==> config.mk <==
export PLATFORM = sky130hd
export DESIGN_NAME = pinmux_top
export DESIGN_NICKNAME = d
export VERILOG_FILES = /design/src/logic/pinmux_pkg.sv /design/src/logic/pinmux_cfg_if.sv /design/src/logic/pinmux_cfg_decode.sv /design/src/logic/pinmux_pad_drive.sv /design/src/logic/pinmux_pad_sample.sv /design/src/logic/pinmux_top.sv
export SDC_FILE = /design/constraint.sdc
export NUM_CORES = 1
export LEC_CHECK = 0
export BUFFER_PORTS_ARGS = -buffer_cell sky130_fd_sc_hd__buf_2
export CORE_AREA = 3 3 98 100
export DETAILED_ROUTE_END_ITERATION = 10
export DIE_AREA = 0 0 101 103
export SLEW_MARGIN = 20
export SYNTH_ARGS = -nofsm -noshare
export SYNTH_HDL_FRONTEND = slang
export SYNTH_SLANG_ARGS = --single-unit
==> constraint.sdc <==
create_clock -name mclk -period 0.8 [get_ports mclk]
set_input_delay 0 -clock mclk [delete_from_list [all_inputs] [get_ports mclk]]
set_output_delay 0 -clock mclk [all_outputs]
set_load 0.01 [all_outputs]
==> src/logic/pinmux_pkg.sv <==
// Pad counts, pad index map, function-select struct and GPIO word union
`default_nettype none

package pinmux_pkg;

  //--------------------------------------------------------------------
  // Sizes
  //--------------------------------------------------------------------
  localparam int NUM_PADS = 28;
  localparam int GPIO_W   = 32;
  localparam int PORT_W   = 8;

  // Function counts
  localparam int NUM_PWM  = 6;
  localparam int NUM_UART = 2;
  localparam int NUM_INT  = 2;
  localparam int NUM_SS   = 4;
  localparam int STRAP_W  = 8;

  //--------------------------------------------------------------------
  // Pad indices of the function pins
  //--------------------------------------------------------------------
  localparam int PAD_RXD0 = 6;
  localparam int PAD_TXD0 = 7;
  // RXD1 and INT0 share this pad
  localparam int PAD_RXD1 = 8;
  localparam int PAD_INT1 = 9;
  localparam int PAD_TXD1 = 10;
  localparam int PAD_MOSI = 19;
  localparam int PAD_MISO = 20;
  localparam int PAD_SCK  = 21;
  localparam int PAD_SDA  = 26;
  localparam int PAD_SCL  = 27;

  // First strap pad, strap covers 13 to 20
  localparam int STRAP_LO = 13;

  // PWM channel n drives pad PWM_PAD[n]
  localparam int PWM_PAD [NUM_PWM] = '{9, 13, 14, 17, 18, 19};
  // Chip select n drives pad SS_PAD[n]
  localparam int SS_PAD  [NUM_SS]  = '{18, 17, 14, 13};

  //--------------------------------------------------------------------
  // Port bit to pad tables, index is the bit inside the port byte
  //--------------------------------------------------------------------
  localparam int PORT_B_PAD [PORT_W]   = '{16, 17, 18, 19, 20, 21, 11, 12};
  // Port C bit 7 has no pad
  localparam int PORT_C_PAD [PORT_W-1] = '{22, 23, 24, 25, 26, 27, 5};
  localparam int PORT_D_PAD [PORT_W]   = '{6, 7, 8, 9, 10, 13, 14, 15};

  // Function-select word, bit 0 is pwm_enb[0]
  typedef struct packed {
    logic [15:0]        rsvd;
    logic               i2cm_enb;
    logic [NUM_SS-1:0]  spim_cs_enb;
    logic               spim_enb;
    logic [NUM_UART-1:0] uart_enb;
    logic [NUM_INT-1:0] int_enb;
    logic [NUM_PWM-1:0] pwm_enb;
  } func_sel_t;

  // GPIO word, flat or per port byte, port A in the low byte
  typedef union packed {
    logic [GPIO_W-1:0] word;
    struct packed {
      logic [PORT_W-1:0] port_d;
      logic [PORT_W-1:0] port_c;
      logic [PORT_W-1:0] port_b;
      logic [PORT_W-1:0] port_a;
    } port;
  } gpio_word_u;

endpackage

`default_nettype wire

==> src/logic/pinmux_cfg_if.sv <==
// Registered configuration bundle with decoder and pad-stage modports
`timescale 1ns/1ps
`default_nettype none

interface pinmux_cfg_if ();

  // Peripheral enables, one field per function
  pinmux_pkg::func_sel_t  func;

  // GPIO direction per port bit
  // 1 means the pad drives
  pinmux_pkg::gpio_word_u dir_sel;

  // Keeps pads 13 to 20 as inputs
  logic                   strap_ctrl;

  //--------------------------------------------------------------------
  // Views
  //--------------------------------------------------------------------
  // Register side
  modport decoder (
    output func,
    output dir_sel,
    output strap_ctrl
  );

  // Drive and sample stages only read
  modport pad_stage (
    input func,
    input dir_sel,
    input strap_ctrl
  );

endinterface

`default_nettype wire

==> src/logic/pinmux_cfg_decode.sv <==
// Configuration register for function select, GPIO direction and strap control
`timescale 1ns/1ps
`default_nettype none

module pinmux_cfg_decode (
  input  logic                           mclk,
  input  logic                           rst_n_i,
  input  pinmux_pkg::func_sel_t          func_sel_i,
  input  pinmux_pkg::gpio_word_u         dir_sel_i,
  input  logic                           strap_ctrl_i,
  pinmux_cfg_if.decoder                  cfg,
  output logic [pinmux_pkg::NUM_PWM-1:0] cfg_pwm_enb_o
);

  // Registered copies of the configuration words
  pinmux_pkg::func_sel_t  func_q;
  pinmux_pkg::gpio_word_u dir_q;
  logic                   strap_q;

  //--------------------------------------------------------------------
  // Configuration register
  //--------------------------------------------------------------------
  // One cycle from the sampling edge to the pads
  always_ff @(posedge mclk) begin
    if (!rst_n_i) begin
      // All functions off, every pad an input
      func_q  <= '0;
      dir_q   <= '0;
      strap_q <= 1'b0;
    end else begin
      func_q  <= func_sel_i;
      dir_q   <= dir_sel_i;
      strap_q <= strap_ctrl_i;
    end
  end

  //--------------------------------------------------------------------
  // Field split towards the pad stages
  //--------------------------------------------------------------------
  // Whole function word, stages pick their own fields
  assign cfg.func       = func_q;

  // Direction word, read per port byte downstream
  assign cfg.dir_sel    = dir_q;

  // Strap hold
  assign cfg.strap_ctrl = strap_q;

  // PWM block sees its enables straight from the register
  assign cfg_pwm_enb_o  = func_q.pwm_enb;

  // Upper half of the function word has no function behind it
  rsvd_clear_chk: assert property (
    @(posedge mclk) disable iff (!rst_n_i)
    func_q.rsvd == '0
  ) else $error("reserved function-select bits set in register");

endmodule

`default_nettype wire

==> src/logic/pinmux_pad_drive.sv <==
// Pad output value and output-enable selection by fixed function priority
`timescale 1ns/1ps
`default_nettype none

module pinmux_pad_drive (
  pinmux_cfg_if.pad_stage                 cfg,
  input  pinmux_pkg::gpio_word_u          gpio_out_i,
  input  logic [pinmux_pkg::NUM_PWM-1:0]  pwm_wfm_i,
  input  logic [pinmux_pkg::NUM_UART-1:0] uart_txd_i,
  input  logic                            spim_sck_i,
  input  logic [pinmux_pkg::NUM_SS-1:0]   spim_ssn_i,
  input  logic                            spim_miso_i,
  input  logic                            i2cm_sda_out_i,
  input  logic                            i2cm_sda_oen_i,
  input  logic                            i2cm_scl_out_i,
  input  logic                            i2cm_scl_oen_i,
  output logic [pinmux_pkg::NUM_PADS-1:0] pad_out_o,
  output logic [pinmux_pkg::NUM_PADS-1:0] pad_oen_o
);

  // Layers go from lowest to highest priority
  // a later layer overwrites an earlier one on the same pad
  always_comb begin
    // Idle pad: value 0, input
    pad_out_o = '0;
    pad_oen_o = '1;

    //------------------------------------------------------------------
    // GPIO, drives only where the dir bit is set
    //------------------------------------------------------------------
    for (int k = 0; k < pinmux_pkg::PORT_W; k++) begin
      if (cfg.dir_sel.port.port_b[k]) begin
        pad_out_o[pinmux_pkg::PORT_B_PAD[k]] = gpio_out_i.port.port_b[k];
        pad_oen_o[pinmux_pkg::PORT_B_PAD[k]] = 1'b0;
      end
      if (cfg.dir_sel.port.port_d[k]) begin
        pad_out_o[pinmux_pkg::PORT_D_PAD[k]] = gpio_out_i.port.port_d[k];
        pad_oen_o[pinmux_pkg::PORT_D_PAD[k]] = 1'b0;
      end
    end

    // Port C has no bit 7 pad
    for (int k = 0; k < pinmux_pkg::PORT_W - 1; k++) begin
      if (cfg.dir_sel.port.port_c[k]) begin
        pad_out_o[pinmux_pkg::PORT_C_PAD[k]] = gpio_out_i.port.port_c[k];
        pad_oen_o[pinmux_pkg::PORT_C_PAD[k]] = 1'b0;
      end
    end

    // I2C master owns both the value and the enable
    if (cfg.func.i2cm_enb) begin
      pad_out_o[pinmux_pkg::PAD_SDA] = i2cm_sda_out_i;
      pad_oen_o[pinmux_pkg::PAD_SDA] = i2cm_sda_oen_i;
      pad_out_o[pinmux_pkg::PAD_SCL] = i2cm_scl_out_i;
      pad_oen_o[pinmux_pkg::PAD_SCL] = i2cm_scl_oen_i;
    end

    //------------------------------------------------------------------
    // Input functions turn the pad around
    //------------------------------------------------------------------
    // RXD0
    if (cfg.func.uart_enb[0]) begin
      pad_oen_o[pinmux_pkg::PAD_RXD0] = 1'b1;
    end
    // Pad 8 is input for RXD1 or INT0, value stays GPIO
    if (cfg.func.uart_enb[1] || cfg.func.int_enb[0]) begin
      pad_oen_o[pinmux_pkg::PAD_RXD1] = 1'b1;
    end
    // INT1, PWM0 further down takes the pad back
    if (cfg.func.int_enb[1]) begin
      pad_oen_o[pinmux_pkg::PAD_INT1] = 1'b1;
    end

    //------------------------------------------------------------------
    // Output functions
    //------------------------------------------------------------------
    // SPI master clock and MISO
    if (cfg.func.spim_enb) begin
      pad_out_o[pinmux_pkg::PAD_SCK]  = spim_sck_i;
      pad_oen_o[pinmux_pkg::PAD_SCK]  = 1'b0;
      pad_out_o[pinmux_pkg::PAD_MISO] = spim_miso_i;
      pad_oen_o[pinmux_pkg::PAD_MISO] = 1'b0;
    end

    // UART transmit lines
    if (cfg.func.uart_enb[0]) begin
      pad_out_o[pinmux_pkg::PAD_TXD0] = uart_txd_i[0];
      pad_oen_o[pinmux_pkg::PAD_TXD0] = 1'b0;
    end
    if (cfg.func.uart_enb[1]) begin
      pad_out_o[pinmux_pkg::PAD_TXD1] = uart_txd_i[1];
      pad_oen_o[pinmux_pkg::PAD_TXD1] = 1'b0;
    end

    // Chip selects, below PWM on the shared pads
    for (int i = 0; i < pinmux_pkg::NUM_SS; i++) begin
      if (cfg.func.spim_cs_enb[i]) begin
        pad_out_o[pinmux_pkg::SS_PAD[i]] = spim_ssn_i[i];
        pad_oen_o[pinmux_pkg::SS_PAD[i]] = 1'b0;
      end
    end

    // PWM has top value priority
    for (int i = 0; i < pinmux_pkg::NUM_PWM; i++) begin
      if (cfg.func.pwm_enb[i]) begin
        pad_out_o[pinmux_pkg::PWM_PAD[i]] = pwm_wfm_i[i];
        pad_oen_o[pinmux_pkg::PWM_PAD[i]] = 1'b0;
      end
    end

    // MOSI input wins the enable over PWM5 on pad 19
    if (cfg.func.spim_enb) begin
      pad_oen_o[pinmux_pkg::PAD_MOSI] = 1'b1;
    end

    // Strap hold beats everything
    if (cfg.strap_ctrl) begin
      pad_oen_o[pinmux_pkg::STRAP_LO +: pinmux_pkg::STRAP_W] = '1;
    end
  end

  // Strap pads must never drive while the hold is on
  strap_oen_chk: assert final (
    !cfg.strap_ctrl || (&pad_oen_o[pinmux_pkg::STRAP_LO +: pinmux_pkg::STRAP_W])
  ) else $error("strap pad driven while strap control set");

endmodule

`default_nettype wire

==> src/logic/pinmux_pad_sample.sv <==
// Pad input steering to GPIO ports, peripheral inputs and strap capture
`timescale 1ns/1ps
`default_nettype none

module pinmux_pad_sample (
  pinmux_cfg_if.pad_stage                 cfg,
  input  logic [pinmux_pkg::NUM_PADS-1:0] pad_in_i,
  output pinmux_pkg::gpio_word_u          gpio_in_o,
  output logic [pinmux_pkg::STRAP_W-1:0]  pad_strap_o,
  output logic [pinmux_pkg::NUM_UART-1:0] uart_rxd_o,
  output logic [pinmux_pkg::NUM_INT-1:0]  ext_intr_o,
  output logic                            spim_mosi_o,
  output logic                            i2cm_sda_in_o,
  output logic                            i2cm_scl_in_o
);

  // Pad 8 owners with RXD1 ahead of INT0
  logic rxd1_sel;
  logic int0_sel;

  assign rxd1_sel = cfg.func.uart_enb[1];
  assign int0_sel = cfg.func.int_enb[0] & ~cfg.func.uart_enb[1];

  //--------------------------------------------------------------------
  // GPIO ports copied regardless of function
  //--------------------------------------------------------------------
  always_comb begin
    // No port A and no pad behind C7
    gpio_in_o = '0;
    for (int k = 0; k < pinmux_pkg::PORT_W; k++) begin
      gpio_in_o.port.port_b[k] = pad_in_i[pinmux_pkg::PORT_B_PAD[k]];
      gpio_in_o.port.port_d[k] = pad_in_i[pinmux_pkg::PORT_D_PAD[k]];
    end
    for (int k = 0; k < pinmux_pkg::PORT_W - 1; k++) begin
      gpio_in_o.port.port_c[k] = pad_in_i[pinmux_pkg::PORT_C_PAD[k]];
    end
  end

  //--------------------------------------------------------------------
  // Peripheral inputs gated by their enables
  //--------------------------------------------------------------------
  // Idle UART line is high
  assign uart_rxd_o[0] = cfg.func.uart_enb[0] ? pad_in_i[pinmux_pkg::PAD_RXD0] : 1'b1;
  assign uart_rxd_o[1] = rxd1_sel ? pad_in_i[pinmux_pkg::PAD_RXD1] : 1'b1;

  // Level interrupts
  assign ext_intr_o[0] = int0_sel & pad_in_i[pinmux_pkg::PAD_RXD1];
  assign ext_intr_o[1] = cfg.func.int_enb[1] & pad_in_i[pinmux_pkg::PAD_INT1];

  // SPI master data in
  assign spim_mosi_o   = cfg.func.spim_enb & pad_in_i[pinmux_pkg::PAD_MOSI];

  // I2C line readback
  assign i2cm_sda_in_o = cfg.func.i2cm_enb & pad_in_i[pinmux_pkg::PAD_SDA];
  assign i2cm_scl_in_o = cfg.func.i2cm_enb & pad_in_i[pinmux_pkg::PAD_SCL];

  // Strap byte straight from pads 13 to 20
  assign pad_strap_o   = pad_in_i[pinmux_pkg::STRAP_LO +: pinmux_pkg::STRAP_W];

  // INT0 output stays low while RXD1 owns pad 8
  pad8_owner_chk: assert final (!(cfg.func.uart_enb[1] && ext_intr_o[0]))
    else $error("pad 8 steered to both RXD1 and INT0");

endmodule

`default_nettype wire

==> src/logic/pinmux_top.sv <==
// Pad multiplexer top level, config register plus pad drive and sample stages
`timescale 1ns/1ps
`default_nettype none

module pinmux_top (
  input  logic                                       mclk,
  input  logic                                       rst_n_i,

  // Configuration
  input  logic                                       cfg_strap_pad_ctrl_i,
  input  logic [pinmux_pkg::GPIO_W-1:0]              cfg_gpio_dir_sel_i,
  input  logic [$bits(pinmux_pkg::func_sel_t)-1:0]   cfg_multi_func_sel_i,

  // Pads
  input  logic [pinmux_pkg::NUM_PADS-1:0]            pad_in_i,
  output logic [pinmux_pkg::NUM_PADS-1:0]            pad_out_o,
  output logic [pinmux_pkg::NUM_PADS-1:0]            pad_oen_o,
  output logic [pinmux_pkg::STRAP_W-1:0]             pad_strap_o,

  // PWM and interrupts
  output logic [pinmux_pkg::NUM_PWM-1:0]             cfg_pwm_enb_o,
  input  logic [pinmux_pkg::NUM_PWM-1:0]             pwm_wfm_i,
  output logic [pinmux_pkg::NUM_INT-1:0]             ext_intr_o,

  // GPIO
  output logic [pinmux_pkg::GPIO_W-1:0]              gpio_in_o,
  input  logic [pinmux_pkg::GPIO_W-1:0]              gpio_out_i,

  // UART
  input  logic [pinmux_pkg::NUM_UART-1:0]            uart_txd_i,
  output logic [pinmux_pkg::NUM_UART-1:0]            uart_rxd_o,

  // SPI master
  input  logic                                       spim_sck_i,
  input  logic [pinmux_pkg::NUM_SS-1:0]              spim_ssn_i,
  input  logic                                       spim_miso_i,
  output logic                                       spim_mosi_o,

  // I2C master
  input  logic                                       i2cm_sda_out_i,
  input  logic                                       i2cm_sda_oen_i,
  output logic                                       i2cm_sda_in_o,
  input  logic                                       i2cm_scl_out_i,
  input  logic                                       i2cm_scl_oen_i,
  output logic                                       i2cm_scl_in_o
);

  // Flat words seen as port bytes inside
  pinmux_pkg::gpio_word_u dir_w;
  pinmux_pkg::gpio_word_u gpio_out_w;
  pinmux_pkg::gpio_word_u gpio_in_w;

  assign dir_w.word      = cfg_gpio_dir_sel_i;
  assign gpio_out_w.word = gpio_out_i;
  assign gpio_in_o       = gpio_in_w.word;

  // Registered configuration shared by both pad stages
  pinmux_cfg_if u_cfg_if ();

  //--------------------------------------------------------------------
  // Decode
  //--------------------------------------------------------------------
  pinmux_cfg_decode u_cfg_decode (
    .mclk          (mclk),
    .rst_n_i       (rst_n_i),
    .func_sel_i    (cfg_multi_func_sel_i),
    .dir_sel_i     (dir_w),
    .strap_ctrl_i  (cfg_strap_pad_ctrl_i),
    .cfg           (u_cfg_if.decoder),
    .cfg_pwm_enb_o (cfg_pwm_enb_o)
  );

  // Outbound pad path
  pinmux_pad_drive u_pad_drive (
    .cfg            (u_cfg_if.pad_stage),
    .gpio_out_i     (gpio_out_w),
    .pwm_wfm_i      (pwm_wfm_i),
    .uart_txd_i     (uart_txd_i),
    .spim_sck_i     (spim_sck_i),
    .spim_ssn_i     (spim_ssn_i),
    .spim_miso_i    (spim_miso_i),
    .i2cm_sda_out_i (i2cm_sda_out_i),
    .i2cm_sda_oen_i (i2cm_sda_oen_i),
    .i2cm_scl_out_i (i2cm_scl_out_i),
    .i2cm_scl_oen_i (i2cm_scl_oen_i),
    .pad_out_o      (pad_out_o),
    .pad_oen_o      (pad_oen_o)
  );

  // Inbound pad path
  pinmux_pad_sample u_pad_sample (
    .cfg           (u_cfg_if.pad_stage),
    .pad_in_i      (pad_in_i),
    .gpio_in_o     (gpio_in_w),
    .pad_strap_o   (pad_strap_o),
    .uart_rxd_o    (uart_rxd_o),
    .ext_intr_o    (ext_intr_o),
    .spim_mosi_o   (spim_mosi_o),
    .i2cm_sda_in_o (i2cm_sda_in_o),
    .i2cm_scl_in_o (i2cm_scl_in_o)
  );

endmodule

`default_nettype wire

## Word-level counts from Yosys, hierarchy flattened

Cells that the tools add are included.

- Register bits: 49
- Latch bits: 0
- Memory bits (writable): 0
- Memory bits (read-only): 0
- Bits of input ports: 145
- Output and inout port bits: 109
- Word-level logic and storage cells: 97
- Memories kept: 0

- Add/sub/neg operators: 0
- $mul: 0
- Div/mod/pow operators: 0
- Magnitude comparators: 0
- Equal/unequal tests: 0
- Shift-type cells: 0
- Multiplexer cells: 81
- Bitwise logic cells: 7
- Reduce and logical (&&, ||, !) cells: 1

Operators with widths:

| operator | number |
|---|---|
| two-way mux 1 bit | 76 |
| two-way mux 2 bit | 4 |
| two-way mux 8 bit | 1 |
| AND 1 bit | 6 |
| logical OR 1 bit | 1 |
| inverter 1 bit | 1 |

## Depth between registers and ports, before layout

Gate-level depths: netlist of the first run.

- Word-level depth: 4
- Depth in mapped cells: 2
- Depth with buffers taken out: 2

## By module

Synthesis of the first run repeated with hierarchy kept, for this count alone.

- Cell total of the unflattened synthesis: 286
- Area, all modules: 2673.8 µm²

By module, submodules not included:

| module | instances | cells each | area an instance (µm²) | seq. area each (µm²) |
|---|---|---|---|---|
| pinmux_cfg_decode | 1 | 143 | 1825.5 | 1301.2 |
| pinmux_pad_drive | 1 | 95 | 498.0 | 0.0 |
| pinmux_pad_sample | 1 | 48 | 350.3 | 0.0 |

## Worst setup path before layout of the first run

Ideal clock, no wire load.

- Kind: register -> output
- From: register u_cfg_decode.func_q, in the netlist u_cfg_decode.cfg.func[15]
- To: output port pad_oen_o[26] in the netlist's numbering
- Data arrival time: 0.680 ns
- Required time: 0.800 ns
- Setup slack: 0.120 ns
- Stages on the path, launching flop included: 3
- Buffers on the path: 0
- Path through: dfxtp_1 nor2b_2 a21oi_1

- Word-level cells in the longest chain between the ends: 1

RTL lines:

| element | RTL line | source |
|---|---|---|
| start: declaration | pinmux_cfg_decode.sv:16 | `pinmux_pkg::func_sel_t func_q;` |
| start signal: assignment | pinmux_cfg_decode.sv:31 | `func_q <= func_sel_i;` |
| two-way mux 2 bit | pinmux_pad_drive.sv:51 | `if (cfg.func.i2cm_enb) begin` |
| end: declaration | pinmux_top.sv:17 | `output logic [pinmux_pkg::NUM_PADS-1:0] pad_oen_o,` |

No other way between the ends.

## Worst setup path after layout of the first run

- From: register u_cfg_decode.func_q, in the netlist u_cfg_decode.cfg.func[13]
- To: output port pad_out_o[14] in the netlist's numbering

- Word-level cells in the longest chain between the ends: 2

RTL lines:

| element | RTL line | source |
|---|---|---|
| two-way mux 1 bit | pinmux_pad_drive.sv:97 | `if (cfg.func.spim_cs_enb[i]) begin` |
| two-way mux 1 bit | pinmux_pad_drive.sv:105 | `if (cfg.func.pwm_enb[i]) begin` |
| end: declaration | pinmux_top.sv:16 | `output logic [pinmux_pkg::NUM_PADS-1:0] pad_out_o,` |

No other way between the ends.

==> out/qor.json, run 1 <==
{
  "outcome": {
    "status": "finished with violations",
    "violations_in_the_final_reports": "negative setup slack"
  },
  "timing": {
    "post-route-min-period_ns": 1.090,
    "maxSlewHeadroom_pct": 62.42,
    "report.final.hold_viol_count": 0,
    "timing.fmax_mhz": 917.0,
    "setup_repair_after_global_routing_missed_its_margin": "true",
    "setup-violations-final": 48,
    "fin_crit_sh_pct": 136.3,
    "worst_slack_ns": -0.2905,
    "slew_viol_final": 0,
    "setup_total_negative_slack_ns": -6.774,
    "tightest_slew_ns": 0.5637
  },
  "clocking": {
    "clockBufferDepth": 2,
    "tritoncts_clock_tree": "done",
    "clock-sinks": 40,
    "cts_setup_buffers": 0,
    "numCtsBuffers": 5,
    "cts-htree-levels": 2,
    "cts_root_buf": "clkbuf_8",
    "post_cts_clock_slew_at_the_launch_and_capture_registers_of_the_worst_setup_and_hold_paths_ns": 0.08
  },
  "die": {
    "placementRows": 34,
    "io_pins": 254,
    "fp.coreArea_um2": 8763,
    "initial_core_util_pct": 22.44,
    "fp.dieArea_um2": 10400,
    "die_w_um": 101,
    "die_h_um": 103
  },
  "worst_hold_path": {
    "hold_path.class": "primary input to output port",
    "min-delay-start": "pad_in_i[21]",
    "hold_path_end": "gpio_in_o[13]",
    "timing.hold.worst_path_depth": 0
  },
  "synth": {
    "synth-warning-count": 0,
    "postSynthAreaPerCell_um2": 8.478,
    "post-synth-top-area-fraction_pct": 40.71,
    "postSynthRegisterBits": 40,
    "synth.lib_cells_used.distinct": 19,
    "mappedNetlistArea_um2": 1967,
    "yosysTopAreaCell": "dfxtp_1",
    "synth-seq-area-share_pct": 40.71,
    "most_area_consuming_cells_after_synthesis": "dfxtp_1 41%, buf_4 21%, and2_1 17%",
    "syn_inst": 232
  },
  "power_and_ir_drop": {
    "ir_drop_mv": 0.6504,
    "leakage_uw": 0.001637,
    "p_per_cell_area_nw_per_um2": 1384
  },
  "critical_path": {
    "critical_path.startpoint_type": "register",
    "worst_setup_path_end_kind": "output port",
    "timing.setup.critical_path_class": "register to output port",
    "top_fanout_value_on_the_critical_path": 3,
    "data_arrival_time_of_the_worst_path_ns": 1.09,
    "crit_required_ns": 0.80
  },
  "place": {
    "dp_worst_setup_slack_ns": -0.1142,
    "globalplace.congestion": 0.7246,
    "detailed_place_hpwl_mm": 4.326,
    "buffer_ports.inserted": 154
  },
  "route": {
    "detailed_route_vias_per_instance": 3.876,
    "drc": 0,
    "route.vias.total": 1946,
    "post_drt_wl_per_cell_um": 12.20,
    "drt_iter0_markers": 51,
    "ant_nets": 0,
    "finalWirelength_mm": 6.126,
    "drt_first_pass_iters": 4
  },
  "layout": {
    "syn2layout_area_growth_pct": 72.39,
    "layout.cells.most_common_list": "125 x buf_2, 43 x and2_1, 40 x dlygate4sd3_1",
    "final_common_cell": "buf_2",
    "nets": 538,
    "n_fill_cell": 874,
    "antenna_cells_inserted": 0,
    "drive_gt1_share_pct": 61.42
  },
  "global_routing": {
    "grt_overflow": 0,
    "busiest_layer": "met2",
    "grt_pass1_vias": 1901,
    "antenna_found_initial": 0,
    "grt_util_met3_pct": 2.909,
    "grt_start_max_net_pins": 41,
    "grt_pass1_wl_mm": 8.638,
    "grt.met1_usage_pct": 10.59,
    "grt.total_usage_pct": 10.54,
    "grt.met2_usage_pct": 19.95
  },
  "run": {
    "max_cap_violations": 0
  }
}
[cells by family after synthesis]
| logic type | share of synthesized area [%] |
|---|---|
| flops | 40.71 |
| other cells | 0.3818 |
| simple gates | 29.13 |
| buf+inv | 24.11 |
| compound gates | 5.662 |
[report_power, final]
group | switching, uW | total (uW) | internal (uW)
logic | 448 | 1150 | 699
registers | 107 | 2210 | 2100
clock network | 713 | 1330 | 621
total | 1270 | 4690 | 3420
[layout make-up]
type | instances | area (um2) | area share [%]
repair buffers | 197 | 1386 | 40.89
clock inverters | 2 | 16.27 | 0.4797
flip-flops and latches | 40 | 863.3 | 25.46
inverters | 9 | 33.78 | 0.9963
clock buffers | 6 | 72.57 | 2.140
multi-input cells | 140 | 883.3 | 26.05
well taps | 108 | 135.1 | 3.985
[synth_stat cells (all sizes together)]
cell type and n:
and2 55, o21ai 9, clkbuf 4, nor2b 5
inv 9, nand3b 4, dfxtp 40, nand2b 5
buf 56, a21oi 10, nor3 4, o21bai 1
a22o 1, conb 2, nand2 17, nor2 6
or2 4
[routing by layer]
metal | vias up | part of all wire (%) | routed length (um)
li1 | 959 | - | -
met1 | 854 | 34 | 2083
met2 | 112 | 54 | 3321
met3 | 21 | 8.9 | 543
met4 | 0 | 2.9 | 177
met5 | - | 0 | 0
[stage by stage]
step / std cells / power [uW] / hold slack, ns / utilization [%] / instance area (um2)
after floorplan: 249 / 2808 / 0.09177 / - / 2031
after global placement: 454 / 3014 / 0.0001061 / 28.74 / 2519
after detailed placement: 454 / 3027 / 0.0001061 / 28.74 / 2519
after CTS: 502 / 4695 / 0.0001061 / 36.38 / 3188
after global routing: 502 / 4984 / 0.00002451 / 38.69 / 3391
final: 502 / 4691 / 0.000003919 / 38.69 / 3391
[worst max-delay path by stage]
stage                     slack [ns]             to                              startpoint  depth (start not counted)
final                          -0.29  pad_out_o[14]    u_cfg_decode.cfg.func[13]$_SDFF_PN0_                          3
after global routing           -0.34  pad_out_o[14]    u_cfg_decode.cfg.func[13]$_SDFF_PN0_                          3
after CTS                      -0.30  pad_out_o[26]    u_cfg_decode.cfg.func[15]$_SDFF_PN0_                          3
after detailed placement       -0.11  pad_oen_o[18]  u_cfg_decode.cfg.strap_ctrl$_SDFF_PN0_                          2
after global placement         -0.13  pad_oen_o[19]  u_cfg_decode.cfg.strap_ctrl$_SDFF_PN0_                          3
after floorplan                 0.12  pad_oen_o[26]    u_cfg_decode.cfg.func[15]$_SDFF_PN0_                          2
[state kept, by name (all words and copies together), names as in the netlist]
signal and flops:
u_cfg_decode.cfg.strap_ctrl 1, u_cfg_decode.cfg.dir_sel 23, u_cfg_decode.cfg_pwm_enb_o 6, u_cfg_decode.cfg.func 10
[what timing repair did]
item,4_1_cts,5_1_grt
hold buffers,40,0
pin swaps,8,4
endpoints found under the setup margin,57,58
hold endpoints to repair,40,0
resized for setup,69,59
[critical path: stages (launching register included)]
cell,delay [ns]
dfxtp_2,0.34
nand3b_1,0.18
a21oi_2,0.15
buf_2,0.14
No activity file was read; power rests on OpenSTA's default activity.
==> run 2, diff against run 1 <==
==> constraint.sdc (replaced) <==
create_clock -name mclk -period 1.15 [get_ports mclk]
set_input_delay 0 -clock mclk [delete_from_list [all_inputs] [get_ports mclk]]
set_output_delay 0 -clock mclk [all_outputs]
set_load 0.01 [all_outputs]
==> run 2 against run 1 <==
Count of clock-buffer cells in the layout is the same. Utilization shrank 4.0 points. The run now ends clean. Sequential share of layout area grew 1.3 points. First-iteration DRC count shrank 25%. Worst setup slack gained 0.36 ns. Total power shrank 33%. Design area shrank 10%. Cell count shrank 0.40%. Critical path depth is the same. Flip-flop and latch count is the same.
==> out/qor.json, run 2 (synthesized netlist as in run 1, its figures left out) <==
{
  "global_routing": {
    "grt_pass1_vias": 1848,
    "grt_start_max_net_pins": 41,
    "grt_overflow": 0,
    "grt.total_usage_pct": 10.47,
    "antenna_found_initial": 0,
    "grt_pass1_wl_mm": 8.549
  },
  "timing": {
    "setup-violations-final": 0,
    "post-route-min-period_ns": 1.078,
    "setup_repair_after_global_routing_missed_its_margin": "false",
    "fin_crit_sh_pct": 93.74,
    "slew_viol_final": 0,
    "setup_total_negative_slack_ns": 0,
    "timing.fmax_mhz": 927.6,
    "tightest_slew_ns": 0.5642,
    "report.final.hold_viol_count": 0,
    "maxSlewHeadroom_pct": 62.39
  },
  "critical_path": {
    "critPathSlowestCell": "dfxtp_4",
    "timing.critical_path.buf_inv": 2,
    "top_fanout_value_on_the_critical_path": 8,
    "worst_setup_path_end_kind": "output port",
    "worstPathCellList": "buf_4 > nand2b_1 > buf_2",
    "timing.setup.critical_path_class": "register to output port",
    "crit_family": "flip-flops",
    "max_stage_delay_ns": 0.39,
    "critical_path.startpoint_type": "register",
    "data_arrival_time_of_the_worst_path_ns": 1.08,
    "crit_path_start": "u_cfg_decode.cfg.strap_ctrl$_SDFF_PN0_",
    "crit_required_ns": 1.15
  },
  "die": {
    "fp.coreArea_um2": 8763,
    "die_h_um": 103,
    "io_pins": 254,
    "initial_core_util_pct": 22.44,
    "fp.dieArea_um2": 10400,
    "placementRows": 34,
    "die_w_um": 101
  },
  "clocking": {
    "cts-htree-levels": 2,
    "clockBufferDepth": 2,
    "tritoncts_clock_tree": "done",
    "post_cts_clock_slew_at_the_launch_and_capture_registers_of_the_worst_setup_and_hold_paths_ns": 0.08,
    "clock-sinks": 40,
    "cts_root_buf": "clkbuf_8",
    "numCtsBuffers": 5
  },
  "layout": {
    "stdcell_count": 500,
    "largest_register_ffs": 23,
    "final_common_cell": "buf_2",
    "finish.utilization_pct": 34.74,
    "antenna_cells_inserted": 0,
    "drive_gt1_share_pct": 45.41,
    "nets": 536,
    "layout.cells.most_common_list": "150 x buf_2, 53 x and2_1, 40 x dlygate4sd3_1",
    "syn2layout_area_growth_pct": 54.77
  },
  "outcome": {
    "status": "completed"
  },
  "power_and_ir_drop": {
    "ir_drop_mv": 0.4338,
    "leakage_uw": 0.001535,
    "p_per_cell_area_nw_per_um2": 1034,
    "post_layout_total_power_uw": 3148
  },
  "route": {
    "route.vias.total": 1938,
    "drt_iter0_markers": 38,
    "drc": 0,
    "finalWirelength_mm": 5.762,
    "detailed_route_vias_per_instance": 3.876,
    "ant_nets": 0,
    "post_drt_wl_per_cell_um": 11.52,
    "drt_first_pass_iters": 4
  },
  "place": {
    "buffer_ports.inserted": 154,
    "detailed_place_hpwl_mm": 4.227,
    "post-place-cells": 451,
    "globalplace.congestion": 0.7189
  },
  "run": {
    "max_cap_violations": 0
  },
  "worst_hold_path": {
    "min-delay-start": "pad_in_i[21]",
    "hold_path.class": "primary input to output port"
  }
}
==> run 2: changes by cell type in the layout (fill, tap and decap cells not counted), sizes merged <==
cell / before / now
buf: 157 / 155
==> run 2: metrics by stage <==
| step | instance area, um2 | setup slack [ns] | hold slack [ns] |
|---|---|---|---|
| 6_report | 3044 | 0.07199 | 0.000003919 |
| 5_1_grt | 3044 | 0.0002753 | 0.00002451 |
| 3_5_place_dp | 2496 | 0.2268 | 0.0001061 |
| 3_3_place_gp | 2496 | 0.2087 | 0.0001061 |
| 4_1_cts | 2992 | 0.008976 | 0.0001061 |
| 2_1_floorplan | 2031 | 0.4697 | 0.09177 |
==> run 2: cell type report <==
cell class	count	area (um2)
fill	890	5719
timing repair buffer	195	1204
sequential	40	813.3
multi-input combinational	140	769.5
tap	108	135.1
clock buffer	6	72.57
inverter	9	33.78
clock inverter	2	16.27
==> run 2: final timing paths <==
check	to	slack, ns	depth (start not counted)
max	pad_oen_o[15]	0.07	3
min	gpio_in_o[13]	0.000004	0
==> run 2: repair_timing <==
action                                  4_1_cts  5_1_grt
hold buffers                                 40        0
setup buffers                                 0        1
resized for setup                             4       14
endpoints found under the hold margin        40        0
endpoints found under the setup margin       10        8
pin swaps                                     0        0
==> run 2: routing by layer <==
layer,wire [um],GRT usage [%]
met2,2980,20.05
met1,2023,10.00
met3,586,3.315
met5,0,0
met4,171,5.317
==> run 2: power breakdown <==
part | internal (uW) | switching (uW)
combinational | 400 | 285
sequential | 1460 | 57.3
clock | 432 | 511
total | 2290 | 854
==> run 3, diff against run 2 <==
--- a/config.mk
+++ b/config.mk
@@ -6,10 +6,12 @@
 export NUM_CORES = 1
 export LEC_CHECK = 0
 export BUFFER_PORTS_ARGS = -buffer_cell sky130_fd_sc_hd__buf_2
-export CORE_AREA = 3 3 98 100
+export CORE_MARGIN = 3
+export CORE_UTILIZATION = 30
 export DETAILED_ROUTE_END_ITERATION = 10
-export DIE_AREA = 0 0 101 103
+export PLACE_DENSITY = 0.68
 export SLEW_MARGIN = 20
 export SYNTH_ARGS = -nofsm -noshare
 export SYNTH_HDL_FRONTEND = slang
+export SYNTH_HIERARCHICAL = 1
 export SYNTH_SLANG_ARGS = --single-unit
==> run 3 against run 2 <==
Worst hold slack about the same. Sequential share of layout area rose by 0.54 points. Total power shrank 1.1%. Routed wire length is 5.0% lower. Highest routed layer unchanged. Sequential power barely moved. Maximum frequency grew 2.1%. Synthesized cell count is 1.3% higher. Critical endpoint is now pad_oen_o[13]. Utilization grew 11 points. Flip-flop and latch count is the same. Global-route usage grew 2.7 points. Die area is 26% lower. Count of clock-buffer cells in the layout increased by 1.
==> out/qor.json, run 3 <==
{
  "layout": {
    "n_fill_cell": 630,
    "layout.cells.most_common_list": "154 x buf_2, 55 x and2_1, 40 x dlygate4sd3_1",
    "drive_gt1_share_pct": 41.94,
    "syn2layout_area_growth_pct": 47.16,
    "nets": 535,
    "multiInputGateArea_um2": 753.2,
    "ff_latch_area_um2": 804.5,
    "largest_register_ffs": 23,
    "final_common_cell": "buf_2",
    "finish.utilization_pct": 45.96
  },
  "die": {
    "fp.dieArea_um2": 7703,
    "initial_core_util_pct": 31.23,
    "io_pins": 254,
    "die_h_um": 87.77,
    "die_w_um": 87.77,
    "placementRows": 29,
    "fp.coreArea_um2": 6422
  },
  "power_and_ir_drop": {
    "power.internal_uw": 2319,
    "power.share.switching_pct": 25.55,
    "seqPwrFrac_pct": 48.7,
    "p_per_cell_area_nw_per_um2": 1055,
    "ir_drop_mv": 0.6605,
    "leakage_uw": 0.001511,
    "net-switching-power_uw": 795.9,
    "comb_power_share_pct": 20.5,
    "clock_power_share_pct": 30.8
  },
  "timing": {
    "timing.fmax_mhz": 947.3,
    "tightest_slew_ns": 0.5229,
    "report.final.hold_viol_count": 0,
    "maxSlewHeadroom_pct": 65.14,
    "setup_total_negative_slack_ns": 0,
    "post-route-min-period_ns": 1.056,
    "slew_viol_final": 0,
    "setup_repair_after_global_routing_missed_its_margin": "false",
    "fin_crit_sh_pct": 91.79,
    "setup-violations-final": 0
  },
  "outcome": {
    "status": "completed"
  },
  "route": {
    "ant_nets": 0,
    "finalWirelength_mm": 5.476,
    "route.vias.total": 1881,
    "post_drt_wl_per_cell_um": 11.68,
    "drc": 0,
    "drt_iter0_markers": 29,
    "detailed_route_vias_per_instance": 4.011,
    "drt_first_pass_iters": 4
  },
  "clocking": {
    "tritoncts_clock_tree": "done",
    "clock-sinks": 40,
    "cts_setup_buffers": 0,
    "clockBufferDepth": 2,
    "post_cts_clock_slew_at_the_launch_and_capture_registers_of_the_worst_setup_and_hold_paths_ns": 0.08,
    "numCtsBuffers": 5,
    "cts-htree-levels": 2,
    "cts_root_buf": "clkbuf_8"
  },
  "critical_path": {
    "cp_capture_point": "pad_oen_o[13]",
    "crit_required_ns": 1.15,
    "crit_path_start": "u_cfg_decode/cfg_pwm_enb_o[1]$_SDFF_PN0_",
    "worst_setup_path_end_kind": "output port",
    "top_fanout_value_on_the_critical_path": 4,
    "critical_path.startpoint_type": "register",
    "timing.setup.critical_path_class": "register to output port",
    "data_arrival_time_of_the_worst_path_ns": 1.06
  },
  "place": {
    "detailed_place_hpwl_mm": 4.182,
    "buffer_ports.inserted": 154,
    "globalplace.congestion": 0.7470
  },
  "global_routing": {
    "antenna_found_initial": 1,
    "grt_overflow": 0,
    "grt_start_max_net_pins": 41,
    "grt_pass1_wl_mm": 7.817,
    "grt.total_usage_pct": 13.13,
    "grt_pass1_vias": 1766
  },
  "worst_hold_path": {
    "hold_path.class": "primary input to output port"
  },
  "synth": {
    "postSynthAreaPerCell_um2": 8.535,
    "synth-warning-count": 6,
    "syn_inst": 235,
    "mappedNetlistArea_um2": 2006
  },
  "run": {
    "max_cap_violations": 0
  }
}
-- run 3: per-stage QoR --
step,hold slack (ns),total power (uW),instances,setup WS [ns],area [um2]
after floorplan,0.09177,1964,251,0.4973,2066
after global placement,0.00006862,2075,420,0.3573,2451
after detailed placement,0.00006862,2084,420,0.3466,2451
after CTS,0.00006862,3178,468,0.02333,2945
after global routing,0.00002801,3302,469,0.01240,2952
final,0.000002604,3114,469,0.09441,2952
-- run 3: timing repair --
action / 4_1_cts / 5_1_grt
setup endpoints to repair: 0 / 10
hold buffers: 40 / 0
endpoints found under the hold margin: 40 / 0
gates resized for setup: 0 / 3
-- run 3: worst min-delay path by stage --
stage / startpoint / to / cells past startpoint
after global placement: pad_in_i[10] / gpio_in_o[28] / 0
after floorplan: pad_in_i[18] / gpio_in_o[10] / 1
final: pad_in_i[16] / gpio_in_o[8] / 0
after CTS: pad_in_i[10] / gpio_in_o[28] / 0
after global routing: pad_in_i[21] / gpio_in_o[13] / 0
after detailed placement: pad_in_i[10] / gpio_in_o[28] / 0
-- run 3: layout make-up --
class | instances | area share [%]
inverters | 8 | 1.017
multi-input cells | 141 | 25.52
well taps | 77 | 3.264
diodes | 1 | 0.08478
repair buffers | 194 | 39.68
clock inverters | 1 | 0.2543
clock buffers | 7 | 2.925
flip-flops and latches | 40 | 27.26
-- run 3: power by group through the flow --
stage	Clock [uW]	Combinational [uW]	Sequential, uW
5_1_grt	1060	710	1530
6_report	960	639	1520
3_3_place_gp	0	529	1550
4_1_cts	1020	643	1520
2_1_floorplan	0	434	1530
3_5_place_dp	0	536	1550
-- run 3: layer usage --
metal / vias up / GRT usage (%) / routed length [um] / share of wire, %
met5: - / 0 / 0 / 0
met4: 0 / 6.137 / 93 / 1.7
met3: 14 / 3.763 / 467 / 8.5
met2: 103 / 25.62 / 3063 / 56
met1: 807 / 12.41 / 1851 / 34
li1: 957 / - / - / -
-- run 3: worst max-delay path: stages, from the launching register on --
cell	delay (ns)
dfxtp_1	0.38
nor3_1	0.06
or2_1	0.20
buf_2	0.14
